`config.mk`:
```
export PLATFORM = sky130hd
export DESIGN_NAME = ptw_pte_check
export DESIGN_NICKNAME = d
export VERILOG_FILES = /design/src/design/ptw_sv32_pkg.sv /design/src/design/ptw_if_pkg.sv /design/src/design/ptw_pte_check.sv
export SDC_FILE = /design/constraint.sdc
export NUM_CORES = 1
export LEC_CHECK = 0
export ABC_AREA = 1
export BUFFER_PORTS_ARGS = -buffer_cell sky130_fd_sc_hd__buf_4
export CAP_MARGIN = 25
export CORE_AREA = 10 10 47 49
export DETAILED_ROUTE_END_ITERATION = 16
export DIE_AREA = 0 0 57 59
export PLACE_DENSITY = 0.53
export REMOVE_ABC_BUFFERS = 1
export SLEW_MARGIN = 0
export SYNTH_ARGS = -nofsm -noshare
export SYNTH_HDL_FRONTEND = slang
export SYNTH_SLANG_ARGS = --single-unit
```
`constraint.sdc`:
```
create_clock -name vclk -period 1.4
set_input_delay 0.28 -clock vclk [all_inputs]
set_output_delay 0.28 -clock vclk [all_outputs]
set_load 0.01 [all_outputs]
```
`src/design/ptw_sv32_pkg.sv`:
```
package ptw_sv32_pkg;

  // --------------------------------------------------
  // sv32 geometry
  // --------------------------------------------------

  // 4 KiB pages
  localparam int unsigned PAGE_OFFSET_W = 12;
  // each level indexes 1024 entries of a page-sized table
  localparam int unsigned VPN_PART_W    = 10;
  // level 0 is the root table, level 1 the leaf table
  localparam int unsigned PT_LEVELS     = 2;
  localparam int unsigned PPN_W         = 22;
  // 22-bit ppn plus 12-bit offset
  localparam int unsigned PLEN          = PPN_W + PAGE_OFFSET_W;

  // --------------------------------------------------
  // address types
  // --------------------------------------------------

  typedef logic [31:0]                         vaddr_t;
  typedef logic [PLEN-1:0]                     paddr_t;
  typedef logic [PPN_W-1:0]                    ppn_t;
  typedef logic [VPN_PART_W*PT_LEVELS-1:0]     vpn_t;
  typedef logic [$clog2(PT_LEVELS)-1:0]        pt_level_t;

  // sv32 page-table entry, msb first
  typedef struct packed {
    ppn_t       ppn;
    // reserved for software, ignored by the walker
    logic [1:0] rsw;
    logic       d;
    logic       a;
    logic       g;
    logic       u;
    logic       x;
    logic       w;
    logic       r;
    logic       v;
  } pte_t;

endpackage

```
`src/design/ptw_if_pkg.sv`:
```
package ptw_if_pkg;

  // --------------------------------------------------
  // memory port
  // --------------------------------------------------

  // word read request, held until granted
  typedef struct packed {
    logic                 req;
    ptw_sv32_pkg::paddr_t addr;
  } mem_req_t;

  // grant and read data strobes from the memory side
  // exactly one rvalid follows every grant
  typedef struct packed {
    logic        gnt;
    logic        rvalid;
    logic [31:0] rdata;
  } mem_rsp_t;

  // --------------------------------------------------
  // pte classification
  // --------------------------------------------------

  // one-hot verdict on the registered pte
  typedef struct packed {
    // v clear or write-only encoding
    logic invalid;
    // leaf that passes permission and alignment checks
    logic leaf_ok;
    // leaf that fails permission or alignment checks
    logic leaf_fault;
    // pointer into the next table level
    logic next_level;
    // pointer seen where only a leaf may appear
    logic last_level_ptr;
  } pte_verdict_t;

endpackage

```
`src/design/ptw_pte_check.sv`:
```
`timescale 1ns/1ps

module ptw_pte_check (
  input  ptw_sv32_pkg::pte_t       pte_i,
  input  ptw_sv32_pkg::pt_level_t  level_i,
  input  logic                     is_instr_i,
  input  logic                     is_store_i,
  input  logic                     mxr_i,
  output ptw_if_pkg::pte_verdict_t verdict_o
);

  import ptw_sv32_pkg::*;

  // --------------------------------------------------
  // encoding
  // --------------------------------------------------

  logic pte_invalid;
  logic pte_leaf;
  logic at_last_level;

  // v clear, or the reserved write-only encoding
  assign pte_invalid   = !pte_i.v || (pte_i.w && !pte_i.r);
  // any of r or x makes the entry a leaf
  assign pte_leaf      = pte_i.r || pte_i.x;
  assign at_last_level = (level_i == pt_level_t'(PT_LEVELS - 1));

  // --------------------------------------------------
  // leaf checks
  // --------------------------------------------------

  logic instr_ok;
  logic load_ok;
  logic store_ok;
  logic perm_ok;
  logic misaligned;

  // fetch needs execute, accessed bit is managed by software
  assign instr_ok = pte_i.x && pte_i.a;
  // mxr lets loads read execute-only pages
  assign load_ok  = pte_i.a && (pte_i.r || (pte_i.x && mxr_i));
  // stores also need write and an already set dirty bit
  assign store_ok = load_ok && pte_i.w && pte_i.d;

  always_comb begin
    if (is_instr_i) begin
      perm_ok = instr_ok;
    end else if (is_store_i) begin
      perm_ok = store_ok;
    end else begin
      perm_ok = load_ok;
    end
  end

  // a 4 MiB superpage must have its low ppn slice clear
  assign misaligned = !at_last_level && (pte_i.ppn[VPN_PART_W-1:0] != '0);

  // --------------------------------------------------
  // verdict
  // --------------------------------------------------
  always_comb begin
    verdict_o                = '0;
    verdict_o.invalid        = pte_invalid;
    verdict_o.leaf_ok        = !pte_invalid && pte_leaf && perm_ok && !misaligned;
    verdict_o.leaf_fault     = !pte_invalid && pte_leaf && (!perm_ok || misaligned);
    verdict_o.next_level     = !pte_invalid && !pte_leaf && !at_last_level;
    verdict_o.last_level_ptr = !pte_invalid && !pte_leaf && at_last_level;
  end

endmodule

```
Word level (Yosys, flattened, before mapping)
Cells that the tools add are included.

storage, ports and cells
  input port bits = 36
  output and inout port bits = 5
  logic and storage cells = 28
  bits in registers = 0

cells by class
  multiplexer cells = 2
  reductions and logical operators = 26

operators with widths
  operator            number
  $logic_and 1x1->1   14
  $reduce_bool 10->1  1
  $logic_not 1->1     7
  $logic_or 1x1->1    4
  $mux 1              2

Depth between registers and ports, before layout
Gate-level depths: netlist (run 1).

  depth in word-level cells = 10
  gate-level depth with buffers = 6
  mapped depth without buffers = 6

Worst setup path after synthesis (run 1)
OpenSTA, ideal clock, no wires.

  path type = input to output
  from = in pte_i[15] (netlist bit)
  to = out verdict_o[3] (netlist bit)
  path slack = 0.362 ns
  path buffers = 0
  stages = 5
  data arrival time = 0.758 ns
  required time = 1.120 ns
  cell sequence = nor2_1 -> nand3_1 -> o21ai_2 -> nand2_1 -> nor2_2

RTL lines
  element      RTL line            source
  from (decl)  ptw_pte_check.sv:4  input ptw_sv32_pkg::pte_t pte_i,
  to (decl)    ptw_pte_check.sv:9  output ptw_if_pkg::pte_verdict_t verdict_o

==> impl_metrics.env, run 1 <==
export IMPL_cellPowerDensity_nw_per_um2=246
export IMPL_drive_gt1_frac=0.582
export IMPL_first_iter_violations=0
export IMPL_critical_path_class="in -> out"
export IMPL_grt_overflow_total=0
export IMPL_fin_nets=93
export IMPL_cp_startpoint="pte_i[15]"
export IMPL_yosysMostFrequentCell="nand2_1"
export IMPL_setup_violations_final=0
export IMPL_cts_hold_buf=0
export IMPL_worstPathMaxFanout=2
export IMPL_start_util=0.105
export IMPL_ant_nets=0
export IMPL_ir_worst_vdd_v=0.0000684
export IMPL_worstSetupEndpoint="verdict_o[3]"
export IMPL_finalCritPeriodShare=0.905
export IMPL_n_antenna_cell=0
export IMPL_hold_viol_final=0
export IMPL_required_ns=1.12
export IMPL_cp_end_kind="output port"
export IMPL_grt_pass1_wl_um=1080
export IMPL_hold_path_class="in -> out"
export IMPL_drc=0
export IMPL_p_leak_nw=0.198
export IMPL_ioPinCount=41
export IMPL_fin_cells=71
export IMPL_syn2layout_area_growth_pct=136
export IMPL_wl_um=664
export IMPL_synth_common_cells="8 x nand2_1, 7 x nor2_1, 4 x inv_1, 3 x nand3_1, 2 x inv_2"
export IMPL_final_seq_area_um2=0
export IMPL_grt_start_max_net_pins=5
export IMPL_yosys_area_top_type="nand2_1"
export IMPL_max_slew_margin=0.900
export IMPL_max_freq_mhz=789
export IMPL_tightestPinTransition_ns=0.149
export IMPL_row_count=14
export IMPL_synth_warnings=0
export IMPL_yosysTopAreaCellShare=0.203
export IMPL_place_inst=71
export IMPL_seq_cell_count=0
export IMPL_die_width_um=57
export IMPL_io_buffer_count=25
export IMPL_dr_pass1_iters=1
export IMPL_fp_dieH_um=59
export IMPL_syn_inst=31
export IMPL_cts_resized=0
export IMPL_wl_per_cell_um=9.35
export IMPL_rsz0062_at_grt="no"
export IMPL_crit_arrival_ns=0.99
export IMPL_grt_pass1_vias=264
export IMPL_nClkBuffers=0
export IMPL_antenna_found_initial=0
export IMPL_track_usage=0.0359
export IMPL_ys_types=12
export IMPL_dieArea_um2=3360
export IMPL_seq_area_frac_synth=0
export IMPL_period_minus_slack_ns=1.27
export IMPL_via_per_inst=3.63
export IMPL_vias=258
export IMPL_postCtsSetupRepairBufs=0
export IMPL_status="finished, final reports clean"
export IMPL_avgSynthCellArea_um2=4.76
export IMPL_finalMaxSlewViolations=0
export IMPL_gp_congestion=0.571
export IMPL_core_um2=1400
export IMPL_start_kind="input pin"
export IMPL_post_synth_main_area_contributors="nand2_1 20%, nor2_1 18%, nand3_1 10%"
export IMPL_maxCapViolations=0
export IMPL_syn_area_um2=148
export IMPL_fin_setup_tns_ns=0
## placed cells by master (no fill, tap or decap)
cell,n
buf_4,25
nand2_1,8
nor2_1,7
inv_1,4
nand3_1,3
inv_2,2
a21boi_2,1
nand2_2,1
o21ai_2,1
a21oi_2,1
nor2_2,1
a21oi_1,1
## worst max-delay path, cell delays in order
cell	delay, ns
buf_4	0.11
nor2_1	0.09
nand3_1	0.10
o21ai_2	0.14
nand2_1	0.08
nor2_2	0.08
buf_4	0.12
## logic make-up (layout without fill, tap and decap cells)
group,after synthesis,after routing,synth area share
and+or+nand+nor,20,20,0.568
buffers and inverters,7,31,0.203
AOI/OAI and AO/OA,4,4,0.229
## final cells by class
type	instances	area, um2
timing repair buffer	25	188
inverter	6	22.5
multi-input combinational	24	118
fill	178	1050
tap	16	20.0
## stage by stage
step	hold slack, ns	total power [mW]	area (um2)	setup slack [ns]	utilization
final	0.807	0.0855	348	0.133	0.248
after global routing	0.833	0.0959	348	0.0448	0.248
after CTS	0.812	0.0874	348	0.111	0.248
after detailed placement	0.812	0.0873	348	0.111	0.248
after global placement	0.810	0.0860	348	0.125	0.248
after floorplan	0.608	0.0306	140	0.362	-
## power breakdown
group | switching [mW] | internal [mW] | total, mW
combinational | 0.0322 | 0.0533 | 0.0855
sequential | 0 | 0 | 0
clock | 0 | 0 | 0
total | 0.0322 | 0.0533 | 0.0855
## routing by layer
| layer | wire, um | vias up | GRT usage |
|---|---|---|---|
| met5 | 0 | - | 0 |
| met4 | 0 | 0 | 0 |
| met3 | 102 | 0 | 0.0172 |
| met2 | 280 | 16 | 0.0558 |
| met1 | 281 | 100 | 0.0464 |
| li1 | - | 142 | - |
## worst min-delay path by stage
stage,startpoint,endpoint,slack [ns],cells past startpoint
final,level_i,verdict_o[1],0.81,3
after global routing,level_i,verdict_o[1],0.83,3
after CTS,level_i,verdict_o[1],0.81,3
after detailed placement,level_i,verdict_o[1],0.81,3
after global placement,level_i,verdict_o[1],0.81,3
after floorplan,level_i,verdict_o[1],0.61,1
(Power assumes the default switching activity.)
==> run 2, diff against run 1 <==
--- a/config.mk
+++ b/config.mk
@@ -11,7 +11,6 @@
 export CORE_AREA = 10 10 47 49
 export DETAILED_ROUTE_END_ITERATION = 16
 export DIE_AREA = 0 0 57 59
-export PLACE_DENSITY = 0.53
 export REMOVE_ABC_BUFFERS = 1
 export SLEW_MARGIN = 0
 export SYNTH_ARGS = -nofsm -noshare
==> run 2 against run 1 <==
Against the previous run: sequential cell count is the same; maximum frequency rose by 0.12%; global-route usage up 0.35 points; critical path type unchanged; utilization stayed put; count of clock-buffer cells in the layout unchanged; sequential share of layout area unchanged; largest power group unchanged; combinational power about the same; worst setup slack improved by 0.0015 ns; largest cell class unchanged; die area is the same; final area unchanged; critical path depth stayed put; non-clock buffer count did not move.
==> impl_metrics.env, run 2 (same netlist as run 1, synthesis figures left out) <==
export IMPL_fin_nets=93
export IMPL_power_mw=0.0857
export IMPL_layout_commonest_cell="buf_4"
export IMPL_grtUsageMet3=0.0129
export IMPL_ir_worst_vdd_v=0.0000600
export IMPL_cts_hold_buf=0
export IMPL_fill_cells=171
export IMPL_grt_overflow_total=0
export IMPL_postCtsSetupRepairBufs=0
export IMPL_dr_pass1_iters=2
export IMPL_gr_usage_met1=0.0394
export IMPL_crit_arrival_ns=0.99
export IMPL_internal_power_mw=0.0533
export IMPL_required_ns=1.12
export IMPL_first_iter_violations=1
export IMPL_die_width_um=57
export IMPL_nClkBuffers=0
export IMPL_status="finished, final reports clean"
export IMPL_drive_gt1_frac=0.582
export IMPL_hold_path_class="in -> out"
export IMPL_cellPowerDensity_nw_per_um2=246
export IMPL_seq_cell_count=0
export IMPL_maxCapViolations=0
export IMPL_slowest_delay_ns=0.14
export IMPL_ioPinCount=41
export IMPL_post_dp_hpwl_um=671
export IMPL_cp_end_kind="output port"
export IMPL_slowest_stage="o21ai_2"
export IMPL_fp_dieH_um=59
export IMPL_finalWorstSetupSlack_ns=0.135
export IMPL_setup_violations_final=0
export IMPL_antenna_found_initial=0
export IMPL_syn2layout_area_growth_pct=136
export IMPL_grt_start_max_net_pins=5
export IMPL_wl_per_cell_um=9.58
export IMPL_tightestPinTransition_ns=0.147
export IMPL_hold_ws_ns=0.809
export IMPL_start_kind="input pin"
export IMPL_core_um2=1400
export IMPL_power_frac_comb=1.000
export IMPL_critical_path_class="in -> out"
export IMPL_crit_chain="buf_4, nor2_1, nand3_1, o21ai_2, nand2_1, nor2_2, buf_4"
export IMPL_vias=253
export IMPL_wl_um=680
export IMPL_final_util=0.248
export IMPL_dp_slack_ns=0.116
export IMPL_fin_setup_tns_ns=0
export IMPL_crit_top_cell="buf_4"
export IMPL_p_clk_frac=0
export IMPL_sw_frac_of_total=0.378
export IMPL_switchingPower_mw=0.0324
export IMPL_finalMaxSlewViolations=0
export IMPL_dieArea_um2=3360
export IMPL_finalCritPeriodShare=0.904
export IMPL_grt_busiest_layer="met2"
export IMPL_grt_pass1_wl_um=1170
export IMPL_drc=0
export IMPL_rsz0062_at_grt="no"
export IMPL_seqPwrFrac=0
export IMPL_max_slew_margin=0.902
export IMPL_start_util=0.105
export IMPL_final_cell_mix="25 x buf_4, 8 x nand2_1, 7 x nor2_1, 4 x inv_1, 3 x nand3_1"
export IMPL_use_met2=0.0806
export IMPL_gp_congestion=0.648
export IMPL_final_seq_area_um2=0
export IMPL_ant_nets=0
export IMPL_io_buffer_count=25
export IMPL_n_antenna_cell=0
export IMPL_grt_pass1_vias=275
export IMPL_worstPathMaxFanout=2
export IMPL_via_per_inst=3.56
export IMPL_max_freq_mhz=790
export IMPL_row_count=14
export IMPL_path_buf_inv=2
export IMPL_p_leak_nw=0.198
export IMPL_period_minus_slack_ns=1.27
export IMPL_critPathTopFamily="simple AND/OR/NAND/NOR gates"
export IMPL_hold_viol_final=0
export IMPL_cts_resized=0
export IMPL_track_usage=0.0394
run 2: cell counts in the layout (fill, tap and decap cells not counted):
No cell type changed its count.
run 2: path summary, 6_finish.rpt:
kind | slack (ns) | end | cells after the start | start
max | 0.13 | verdict_o[3] | 7 | pte_i[15]
min | 0.81 | verdict_o[1] | 3 | level_i
run 2: area by class of cell:
type,instances,area (um2),area share
inverters,6,22.5,0.0647
repair buffers,25,188,0.540
multi-input cells,24,118,0.338
well taps,16,20.0,0.0576
run 2: stage by stage:
step / std cells / cell area (um2)
5_1_grt: 71 / 348
2_1_floorplan: 30 / 140
6_report: 71 / 348
3_5_place_dp: 71 / 348
4_1_cts: 71 / 348
3_3_place_gp: 71 / 348
run 2: routing by layer:
layer  wire [um]  share of wire
met5           0              0
met4           0              0
met3          77           0.11
met2         374           0.55
met1         228           0.34
run 2: power groups by stage:
stage | clock network [mW] | logic (mW) | registers, mW
6_report | 0 | 0.0857 | 0
5_1_grt | 0 | 0.0969 | 0
4_1_cts | 0 | 0.0870 | 0
3_5_place_dp | 0 | 0.0870 | 0
3_3_place_gp | 0 | 0.0855 | 0
2_1_floorplan | 0 | 0.0306 | 0
