File: config.mk
export PLATFORM = sky130hd
export DESIGN_NAME = ptw_walk_fsm
export DESIGN_NICKNAME = d
export VERILOG_FILES = /design/src/design/ptw_sv32_pkg.sv /design/src/design/ptw_if_pkg.sv /design/src/design/ptw_walk_fsm.sv
export SDC_FILE = /design/constraint.sdc
export NUM_CORES = 1
export LEC_CHECK = 0
export ABC_CLOCK_PERIOD_IN_PS = 3500
export BUFFER_PORTS_ARGS = -buffer_cell sky130_fd_sc_hd__buf_2
export CAP_MARGIN = 15
export CORE_AREA = 2 2 39 41
export DETAILED_ROUTE_END_ITERATION = 10
export DIE_AREA = 0 0 41 43
export PLACE_DENSITY = 0.84
export SLEW_MARGIN = 40
export SYNTH_ARGS = -nofsm -noshare
export SYNTH_HDL_FRONTEND = slang
export SYNTH_SLANG_ARGS = --single-unit
File: constraint.sdc
create_clock -name clk_i -period 3.5 [get_ports clk_i]
set_clock_uncertainty 0.1 [all_clocks]
set_input_delay 0 -clock clk_i [delete_from_list [all_inputs] [get_ports clk_i]]
set_output_delay 0 -clock clk_i [all_outputs]
set_load 0.01 [all_outputs]
File: src/design/ptw_sv32_pkg.sv
package ptw_sv32_pkg;

  // --------------------------------------------------
  // sv32 geometry
  // --------------------------------------------------

  // 4 KiB pages
  localparam int unsigned PAGE_OFFSET_W = 12;
  // each level indexes 1024 entries of a page-sized table
  localparam int unsigned VPN_PART_W    = 10;
  // level 0 is the root table, level 1 the leaf table
  localparam int unsigned PT_LEVELS     = 2;
  localparam int unsigned PPN_W         = 22;
  // 22-bit ppn plus 12-bit offset
  localparam int unsigned PLEN          = PPN_W + PAGE_OFFSET_W;

  // --------------------------------------------------
  // address types
  // --------------------------------------------------

  typedef logic [31:0]                         vaddr_t;
  typedef logic [PLEN-1:0]                     paddr_t;
  typedef logic [PPN_W-1:0]                    ppn_t;
  typedef logic [VPN_PART_W*PT_LEVELS-1:0]     vpn_t;
  typedef logic [$clog2(PT_LEVELS)-1:0]        pt_level_t;

  // sv32 page-table entry, msb first
  typedef struct packed {
    ppn_t       ppn;
    // reserved for software, ignored by the walker
    logic [1:0] rsw;
    logic       d;
    logic       a;
    logic       g;
    logic       u;
    logic       x;
    logic       w;
    logic       r;
    logic       v;
  } pte_t;

endpackage

File: src/design/ptw_if_pkg.sv
package ptw_if_pkg;

  // --------------------------------------------------
  // memory port
  // --------------------------------------------------

  // word read request, held until granted
  typedef struct packed {
    logic                 req;
    ptw_sv32_pkg::paddr_t addr;
  } mem_req_t;

  // grant and read data strobes from the memory side
  // exactly one rvalid follows every grant
  typedef struct packed {
    logic        gnt;
    logic        rvalid;
    logic [31:0] rdata;
  } mem_rsp_t;

  // --------------------------------------------------
  // pte classification
  // --------------------------------------------------

  // one-hot verdict on the registered pte
  typedef struct packed {
    // v clear or write-only encoding
    logic invalid;
    // leaf that passes permission and alignment checks
    logic leaf_ok;
    // leaf that fails permission or alignment checks
    logic leaf_fault;
    // pointer into the next table level
    logic next_level;
    // pointer seen where only a leaf may appear
    logic last_level_ptr;
  } pte_verdict_t;

endpackage

File: src/design/ptw_walk_fsm.sv
`timescale 1ns/1ps

module ptw_walk_fsm #(
  parameter int unsigned ASID_W = 9
) (
  clk_i,
  rst_ni,
  flush_i,
  miss_i,
  mem_gnt_i,
  pte_valid_i,
  verdict_i,
  mem_req_o,
  ctx_start_o,
  ctx_descend_o,
  update_valid_o,
  ptw_active_o,
  ptw_error_o,
  tlb_miss_o
);

  import ptw_sv32_pkg::*;
  import ptw_if_pkg::*;

  typedef logic [ASID_W-1:0] asid_t;

  // lookup request from the shared tlb
  typedef struct packed {
    logic   access;
    logic   hit;
    vaddr_t vaddr;
    asid_t  asid;
    logic   is_instr;
    logic   is_store;
  } miss_req_t;

  input  logic         clk_i;
  input  logic         rst_ni;
  input  logic         flush_i;
  input  miss_req_t    miss_i;
  input  logic         mem_gnt_i;
  input  logic         pte_valid_i;
  input  pte_verdict_t verdict_i;
  output logic         mem_req_o;
  output logic         ctx_start_o;
  output logic         ctx_descend_o;
  output logic         update_valid_o;
  output logic         ptw_active_o;
  output logic         ptw_error_o;
  output logic         tlb_miss_o;

  typedef enum logic [2:0] {
    IDLE,
    WAIT_GRANT,
    PTE_LOOKUP,
    WAIT_RVALID,
    PROPAGATE_ERROR,
    LATENCY
  } walk_state_e;

  walk_state_e state_q, state_d;

  // a lookup that missed starts a walk
  logic miss_valid;
  // a response is still in flight and must be drained
  logic rsp_owed;

  assign miss_valid = miss_i.access && !miss_i.hit;
  assign rsp_owed   = ((state_q == WAIT_GRANT) && mem_gnt_i) ||
                      ((state_q inside {PTE_LOOKUP, WAIT_RVALID}) && !pte_valid_i);

  assign ptw_active_o = (state_q != IDLE);

  // --------------------------------------------------
  // next state and strobes
  // --------------------------------------------------
  always_comb begin
    state_d        = state_q;
    mem_req_o      = 1'b0;
    ctx_start_o    = 1'b0;
    ctx_descend_o  = 1'b0;
    update_valid_o = 1'b0;
    ptw_error_o    = 1'b0;
    tlb_miss_o     = 1'b0;

    case (state_q)
      IDLE: begin
        // context loads root pointer on this edge, req rises next cycle
        if (miss_valid && !flush_i) begin
          tlb_miss_o  = 1'b1;
          ctx_start_o = 1'b1;
          state_d     = WAIT_GRANT;
        end
      end
      WAIT_GRANT: begin
        // address comes straight from the context register, stable while held
        mem_req_o = 1'b1;
        if (mem_gnt_i) begin
          state_d = PTE_LOOKUP;
        end
      end
      PTE_LOOKUP: begin
        // verdict is only meaningful while the registered response is valid
        if (pte_valid_i) begin
          if (verdict_i.leaf_ok) begin
            update_valid_o = 1'b1;
            state_d        = LATENCY;
          end else if (verdict_i.next_level) begin
            ctx_descend_o = 1'b1;
            state_d       = WAIT_GRANT;
          end else begin
            // invalid pte, leaf fault or pointer at the last level
            state_d = PROPAGATE_ERROR;
          end
        end
      end
      PROPAGATE_ERROR: begin
        ptw_error_o = 1'b1;
        state_d     = LATENCY;
      end
      WAIT_RVALID: begin
        // drain the response of an abandoned walk
        if (pte_valid_i) begin
          state_d = IDLE;
        end
      end
      LATENCY: begin
        state_d = IDLE;
      end
      default: begin
        state_d = IDLE;
      end
    endcase

    // --------------------------------------------------
    // flush
    // --------------------------------------------------
    // abandon the walk, but never leave a response unclaimed
    if (flush_i && (state_q != IDLE)) begin
      update_valid_o = 1'b0;
      ptw_error_o    = 1'b0;
      ctx_descend_o  = 1'b0;
      if (rsp_owed) begin
        state_d = WAIT_RVALID;
      end else begin
        state_d = LATENCY;
      end
    end
  end

  always_ff @(posedge clk_i or negedge rst_ni) begin
    if (!rst_ni) begin
      state_q <= IDLE;
    end else begin
      state_q <= state_d;
    end
  end

endmodule

Word level (Yosys, flattened, before mapping)
Index checks and enable logic that the tools add are counted.
{ "word_totals": {"reg_bits": 3, "out_inout_bits": 7} }
{ "op_classes": {"eq_ne": 8, "n_mux": 23, "reduce_logical": 13} }
{ "ops": {"columns": ["cell", "n"], "rows": [
  ["3-bit two-way mux", 8],
  ["3-bit one-hot mux with 5 select lines", 1],
  ["1-bit two-way mux", 14],
  ["3-bit by 2-bit != test with 1-bit output, second input constant", 3],
  ["3-bit by 2-bit equality test with 1-bit output, second input constant", 2],
  ["1-bit logical AND", 5],
  ["4-bit AND reduction", 1],
  ["3-bit by 1-bit equality test with 1-bit output, second input constant", 1],
  ["3-bit equality test, second input constant", 1],
  ["1-bit logical NOT", 3],
  ["3-bit logical NOT", 1],
  ["3-bit != test, second input constant", 1],
  ["3-bit nonzero test", 1],
  ["2-bit nonzero test", 1],
  ["1-bit logical OR", 1]
]} }

Depth between registers and ports, before layout
Gate-level depths: netlist (run 1).
{ "logic_depth": {"ltp_word": 6, "mapped_depth": 5, "ltp_nobuf": 4} }

Worst setup path before layout (run 1)
Ideal clock, no wire load.
{ "synth_timing": {"path_kind": "reg-to-reg", "from": "reg state_q[1]", "to": "reg state_q[0]", "setup_ns": 0.124, "arrival_ns": 1.192, "required_time_ns": 3.276, "path_slack_ns": 2.084, "stages_incl_launch_ff": 6, "cell_sequence": "dfrtp_1 buf_6 or3_4 o32a_1 nor2_1 a21oi_1"} }
{ "synth_between": {"elab_chain_cells": 4, "word_cells_on_any_way": 14, "classes_between": "8 x eq/ne; 2 x mux; 4 x reduce/logical"} }
{ "synth_lines": {"columns": ["item", "line", "rtl"], "rows": [
  ["from (decl)", "ptw_walk_fsm.sv:61", "walk_state_e state_q, state_d;"],
  ["from (signal assigned)", "ptw_walk_fsm.sv:155", "state_q <= state_d;"],
  ["3-bit nonzero test (*)", null, null],
  ["via ptw_active_o", "ptw_walk_fsm.sv:48", "output logic ptw_active_o;"],
  ["1-bit logical AND (*)", "ptw_walk_fsm.sv:139", "if (flush_i && (state_q != IDLE)) begin"],
  ["3-bit != test (no source line) or 3-bit by 2-bit != test with 1-bit output (tied branches)", null, null],
  ["4-bit AND reduction (no source line)", null, null]
]} }
Mark *: on every way through the listed nets, which the timed path passes. The rest lies on a longest branch.
A chain may end at the register's enable or synchronous reset.

Final worst setup path (run 1)
{ "layout_timing": {"from": "reg state_q[1]", "to": "out tlb_miss_o"} }
{ "layout_between": {"elab_chain_cells": 2} }
{ "layout_lines": {"columns": ["item", "line", "rtl"], "rows": [
  ["3-bit logical NOT", "ptw_walk_fsm.sv:86", "case (state_q)"],
  ["1-bit two-way mux", "ptw_walk_fsm.sv:86", null],
  ["to (decl)", "ptw_walk_fsm.sv:50", "output logic tlb_miss_o;"]
]} }
Every way passes these cells.

==> results of run 1 <==
==> placed cells by master (no fill, tap or decap), drive strengths merged <==
cell type and n:
buf 15, nor2 7, clkbuf 4, nor3 3
nor2b 3, nand2 3, dlygate4sd3 3, dfrtp 3
nor3b 2, nand2b 2, and4 2, a21oi 2
o21ai 2, or3 1, mux2 1, or2b 1
o32a 1, o21a 1, a22oi 1
==> layout make-up <==
cell class                      instances  area [µm²]  area share [%]
Multi-Input combinational cell         32         191            45.8
Timing Repair Buffer                   18         105            25.1
Sequential cell                         3        75.1            18.0
Clock buffer                            4        26.3            6.29
Tap cell                               16        20.0            4.79
==> per-layer routing <==
metal  GRT usage [%]  vias up
met5               0        -
met4            10.0        0
met3            1.57        2
met2            13.8       16
met1            10.7      146
li1                -      174
==> power by group <==
group / leakage (nW) / internal [W] / switching (W)
registers: 0.0359 / 0.0000513 / 0.0000374
logic: 0.148 / 0.0000748 / 0.0000654
clock network: 0.0150 / 0.0000429 / 0.0000207
==> tightest hold or removal path: stages <==
cell,delay (ns)
buf_2,0.12
nand2_1,0.06
mux2_2,0.13
nor2_1,0.03
==> kinds of logic (layout without fill, tap and decap cells) <==
kind of cell    count (synthesis)  after routing  synth area share, %
compound gates                  7              7                 15.1
simple gates                   24             24                 45.4
mux                             1              1                 3.78
flops                           3              3                 25.2
buf+inv                         4             22                 10.5
==> final timing paths <==
kind | to | slack, ns | cells after the start
worst max-delay path | tlb_miss_o | 2.01 | 3
worst min-delay path | state_q[1] | 0.03 | 4
worst max register to register | state_q[0] | 2.07 | 4
worst min register to register | state_q[1] | 0.50 | 1
max in group asynchronous | state_q[2] | 2.64 | 3
min in group asynchronous | state_q[1] | 0.52 | 3
==> through the flow <==
stage               util, %  hold WS [ns]  instances
global placement       26.1        -0.304         66
finish                 30.2        0.0343         73
global route           30.2        0.0589         73
floorplan                 -        -0.396         39
detailed placement     26.1        -0.303         66
CTS                    30.2        0.0327         73
==> what timing repair did <==
item	4_1_cts	5_1_grt
endpoints found under the setup margin	0	0
hold endpoints to repair	4	0
hold buffers	3	0
==> metrics.txt, run 1 <==
count of cell types in the netlist=20; max-capacitance violation count=0; Setup Viol. Count Final=0; first-pass iteration count of the detailed router=4; Clock Tree Root=clkbuf_4; fmax=between 600 and 700 MHz; Leak=between 0.15 and 0.2 nW; leading area contributor after synthesis=dfrtp_1; residual DRC count=0; most instantiated library cell after synthesis=nor2_1; total non-filler cell area in the finished layout=roughly 420 µm²; number of warnings reported in the yosys synthesis log=0; antenna cells=0; cell class contributing the biggest share of worst-path delay=simple AND/OR/NAND/NOR gates; core box area=~1400 µm²; worst setup path start=state_q[1]; initial standard-cell utilization of the core=21.5%; final layout net count=between 100 and 150; number of register bits inferred by synthesis=3; endpoint arrival time on the critical path=around 1.4 ns; maximum number of pins on one net before global-route repair=10; number of clock buffers inserted by TritonCTS=3; Sinks on Clock Net=3; met2 routed wirelength=278 µm; startpoint of the lowest-slack hold path=mem_gnt_i; die extent in x=between 40 and 50 µm; register with the most flip-flops=state_q; vias after detailed routing=338; post-CTS setup buffer count=0; flip-flop count of the largest register after layout=3; setup repair after global routing missed its margin=false; post-synth net total=between 90 and 100; later-pin clock latency in the skew report=approximately 0.24 ns; first-pass GRT wire length=1100 µm; vias in the first global route=about 290; final number of max-transition violations=0; largest incremental delay on the critical path=between 0.4 and 0.5 ns; GRT Total Usage=around a tenth; Relative slew margins=between 80 and 90%; total chip power=0.000293 W; highest signal layer in the routed design=met4; smallest setup slack after layout=approximately 2 ns; Detailed Route WL=just under 700 µm; pre-CTS setup slack=2.08 ns; post-synthesis async set-or-reset flop share=100%; startpoint type of the worst setup path=flop; initial antenna violation count=0; worst r2r src=state_q[1]; number of I/O port buffers=15; routed length per instance=roughly 9.5 µm; routability congestion estimate=approximately 0.66; list of cells traversed by the critical path=or3_4 > nor2b_1 > buf_2; placed instance area=362 µm²; post-detailed-route via-to-cell ratio=4.63; fraction of final layout cells sized beyond drive strength 1=a little over a third; highest net fanout along the worst path=9; die boundary height=43 µm; result of the run=complete, no violations; cts repair resizes=0; Mapped Cells=39; number of flops mapped to enable cells by yosys=0; met3 WL=between 50 and 60 µm; WP data required=roughly 3.4 ns; top_reg_cell synth=dfrtp_1; capturing element type of the critical path=output port; mean instance size in the synthesized netlist=7.64 µm²; number of DRC markers in iteration 0=5; post-route ant nets=0; buffering stage count on the worst path with inverters included=1; share of synthesized area occupied by flip-flops and latches=around a quarter; cell with the largest stage delay on the worst path=dfrtp_1; proportion of netlist area held by the largest area contributor=between 20% and 30%; power density over cell area=between 700 and 800 nW/µm²; Congestion Overflow GR=0; Final Hold Violating Endpoints=0; maximum count of clock buffers along a single path=2; area delta synth->final=40.3%; HPWL Detailed=~530 µm; measured slew at the worst slew-check pin=around 0.27 ns; Post-Syn Area=roughly 300 µm²; CTS tree=done; H-tree levels=1; Max VDD drop=0.160 mV; Top Registers=state_q x3; share of the clock period used by the worst path after layout=between 40% and 50%; WL met1=335 µm; row cnt=14; total negative setup slack=0 ns; final-layout fill cell count=about 160; largest cells by area after synthesis=dfrtp_1 (25%), nor2_1 (8.8%), nor2b_1 (6.3%), and4_1 (5.9%), nor3_1 (5.0%); die area=around 1800 µm²; path category of the worst min-delay check=input port to flop; IO Count=between 60 and 70; clock transition at the registers of the reported paths=around 0.040 ns; top cell types by occurrence after synthesis=nor2_1 (7), dfrtp_1 (3), nand2_1 (3), nor2b_1 (3), nor3_1 (3); clock period minus worst slack=1.49 ns; startpoint-to-endpoint class of the critical path=flop to output port
No activity file was read; power rests on OpenSTA's default activity.
==> inputs of run 2 (changes only) <==
- ABC_CLOCK_PERIOD_IN_PS: 3500 -> 1300
- CORE_AREA: 2 2 39 41 -> not set
- CORE_MARGIN: not set -> 2
- CORE_UTILIZATION: not set -> 21
- DIE_AREA: 0 0 41 43 -> not set
- PLACE_DENSITY: 0.84 -> 0.83
- clock period: 3.5 -> 1.3 ns (I/O delays scaled with it)
==> run 2 against run 1 <==
Net effect:
- critical path type unchanged
- wire length grew 7.2%
- sequential share of layout area fell by 2.7 points
- core utilization up 7.0 points
- worst hold slack got worse by 0.026 ns
- the run now ends with setup timing left
- largest cell class unchanged
- register-to-register slack got worse by 2.1 ns
- critical endpoint unchanged
==> metrics.txt, run 2 (synthesized netlist as in run 1, its figures left out) <==
result of the run=complete, but fails checks; violated checks=setup timing; highest net fanout along the worst path=2; Relative slew margins=between 80% and 90%; routability congestion estimate=between 0.7 and 0.8; final number of max-transition violations=0; maximum number of pins on one net before global-route repair=9; first-pass GRT wire length=1100 µm; cell total after placement=70; startpoint type of the worst setup path=flop; fraction of final layout cells sized beyond drive strength 1=a little over half; initial antenna violation count=0; final layout net count=117; worst slack on hold paths=roughly 0.0087 ns; clock transition at the registers of the reported paths=about 0.040 ns; Max VDD drop=about 0.44 mV; most common cell after layout, fill and taps aside=buf_2; Sinks on Clock Net=3; highest signal layer in the routed design=met4; residual DRC count=0; number of I/O port buffers=15; fmax=a little under 700 MHz; Leak=between 0.2 and 0.25 nW; vias after detailed routing=351; WL met1=about 320 µm; power density over cell area=2080 nW/µm²; smallest setup slack after layout=-0.140 ns; core box area=roughly 1300 µm²; Clock Tree Root=clkbuf_4; met3 WL=between 50 and 60 µm; post-route ant nets=0; final-layout fill cell count=about 140; CTS tree=done; H-tree levels=1; capturing element type of the critical path=output port; die area=~1700 µm²; Setup Viol. Count Final=7; combinational group share of total power=67.0%; die extent in x=roughly 42 µm; endpoint arrival time on the critical path=1.34 ns; first-pass iteration count of the detailed router=4; vias in the first global route=269; post-detailed-route via-to-cell ratio=around 4.6; P_int=0.000617 W; initial standard-cell utilization of the core=approximately 23%; area delta synth->final=64.7%; Net Sw Power=0.000404 W; most used cells in the layout excluding fill and tap cells=buf_2 (15), nor2_1 (5); clock period minus worst slack=about 1.4 ns; WP data required=about 1.2 ns; flip-flop count of the largest register after layout=3; fraction of power spent switching nets=39.6%; measured slew at the worst slew-check pin=0.243 ns; number of DRC markers in iteration 0=9; antenna cells=0; number of clock buffers inserted by TritonCTS=3; Detailed Route WL=approximately 750 µm; clock network fraction of design power=16.7%; non-filler instance count after layout=76; GRT Total Usage=under 10%; Congestion Overflow GR=0; share of total power in sequential cells=between 10% and 20%; share of the clock period used by the worst path after layout=111%; register with the most flip-flops=state_q; path category of the worst min-delay check=input port to flop; die boundary height=around 42 µm; Final Hold Violating Endpoints=0; IO Count=62; met2 routed wirelength=346 µm; later-pin clock latency in the skew report=0.24 ns; Top Registers=state_q x3; startpoint-to-endpoint class of the critical path=flop to output port; max-capacitance violation count=0; setup repair after global routing missed its margin=true; maximum count of clock buffers along a single path=2; row cnt=13; routed length per instance=9.82 µm; HPWL Detailed=527 µm
-- run 2: repair_timing --
action | in CTS | in global routing
pin swaps | 1 | 2
setup buffers | 0 | 0
hold endpoints to repair | 3 | 0
endpoints found under the setup margin | 7 | 9
resized for setup | 4 | 6
hold buffers | 2 | 0
-- run 2: per-stage QoR --
step | total power [W] | util (%) | worst slack, ns | area (µm²) | TNS [ns]
2_1_floorplan | 0.000559 | - | -0.116 | 298 | -0.296
3_3_place_gp | 0.000711 | 30.2 | -0.0244 | 398 | -0.0244
3_5_place_dp | 0.000719 | 30.2 | -0.0191 | 398 | -0.0191
4_1_cts | 0.000942 | 34.9 | -0.183 | 459 | -0.511
5_1_grt | 0.00111 | 37.2 | -0.190 | 490 | -0.952
6_report | 0.00102 | 37.2 | -0.140 | 490 | -0.465
-- run 2: worst paths after layout --
kind,from,to,slack (ns),cells past startpoint
setup / recovery,state_q[0],tlb_miss_o,-0.14,4
hold / removal,pte_valid_i,state_q[1],0.009,3
setup reg to reg,state_q[2],state_q[0],-0.02,4
hold reg to reg,state_q[2],state_q[1],0.51,2
max in group asynchronous,rst_ni,state_q[0],0.43,3
min in group asynchronous,rst_ni,state_q[2],0.52,3
-- run 2: power groups by stage --
stage | Clock [W] | Combinational (W) | Sequential [W]
2_1_floorplan | 0 | 0.000409 | 0.000149
3_3_place_gp | 0 | 0.000544 | 0.000167
3_5_place_dp | 0 | 0.000552 | 0.000167
4_1_cts | 0.000177 | 0.000597 | 0.000168
5_1_grt | 0.000182 | 0.000753 | 0.000178
6_report | 0.000171 | 0.000684 | 0.000167
-- run 2: routing by layer --
layer	track usage [%]	up-vias
met2	11.6	15
met5	0	-
met1	10.6	154
met3	3.04	2
met4	9.68	0
li1	-	180
-- run 2: area by class of cell --
| type | instances | area, µm² | share of cell area [%] |
|---|---|---|---|
| Sequential cell | 3 | 75.1 | 15.3 |
| Multi-Input combinational cell | 32 | 230 | 46.9 |
| Timing Repair Buffer | 22 | 140 | 28.6 |
| Clock buffer | 4 | 26.3 | 5.36 |
| Tap cell | 15 | 18.8 | 3.83 |
-- run 2: worst max-delay path: stages (launching register included) --
cell     delay [ns]
dfrtp_1        0.37
or3_4          0.39
buf_6          0.13
nor2b_4        0.09
buf_2          0.13
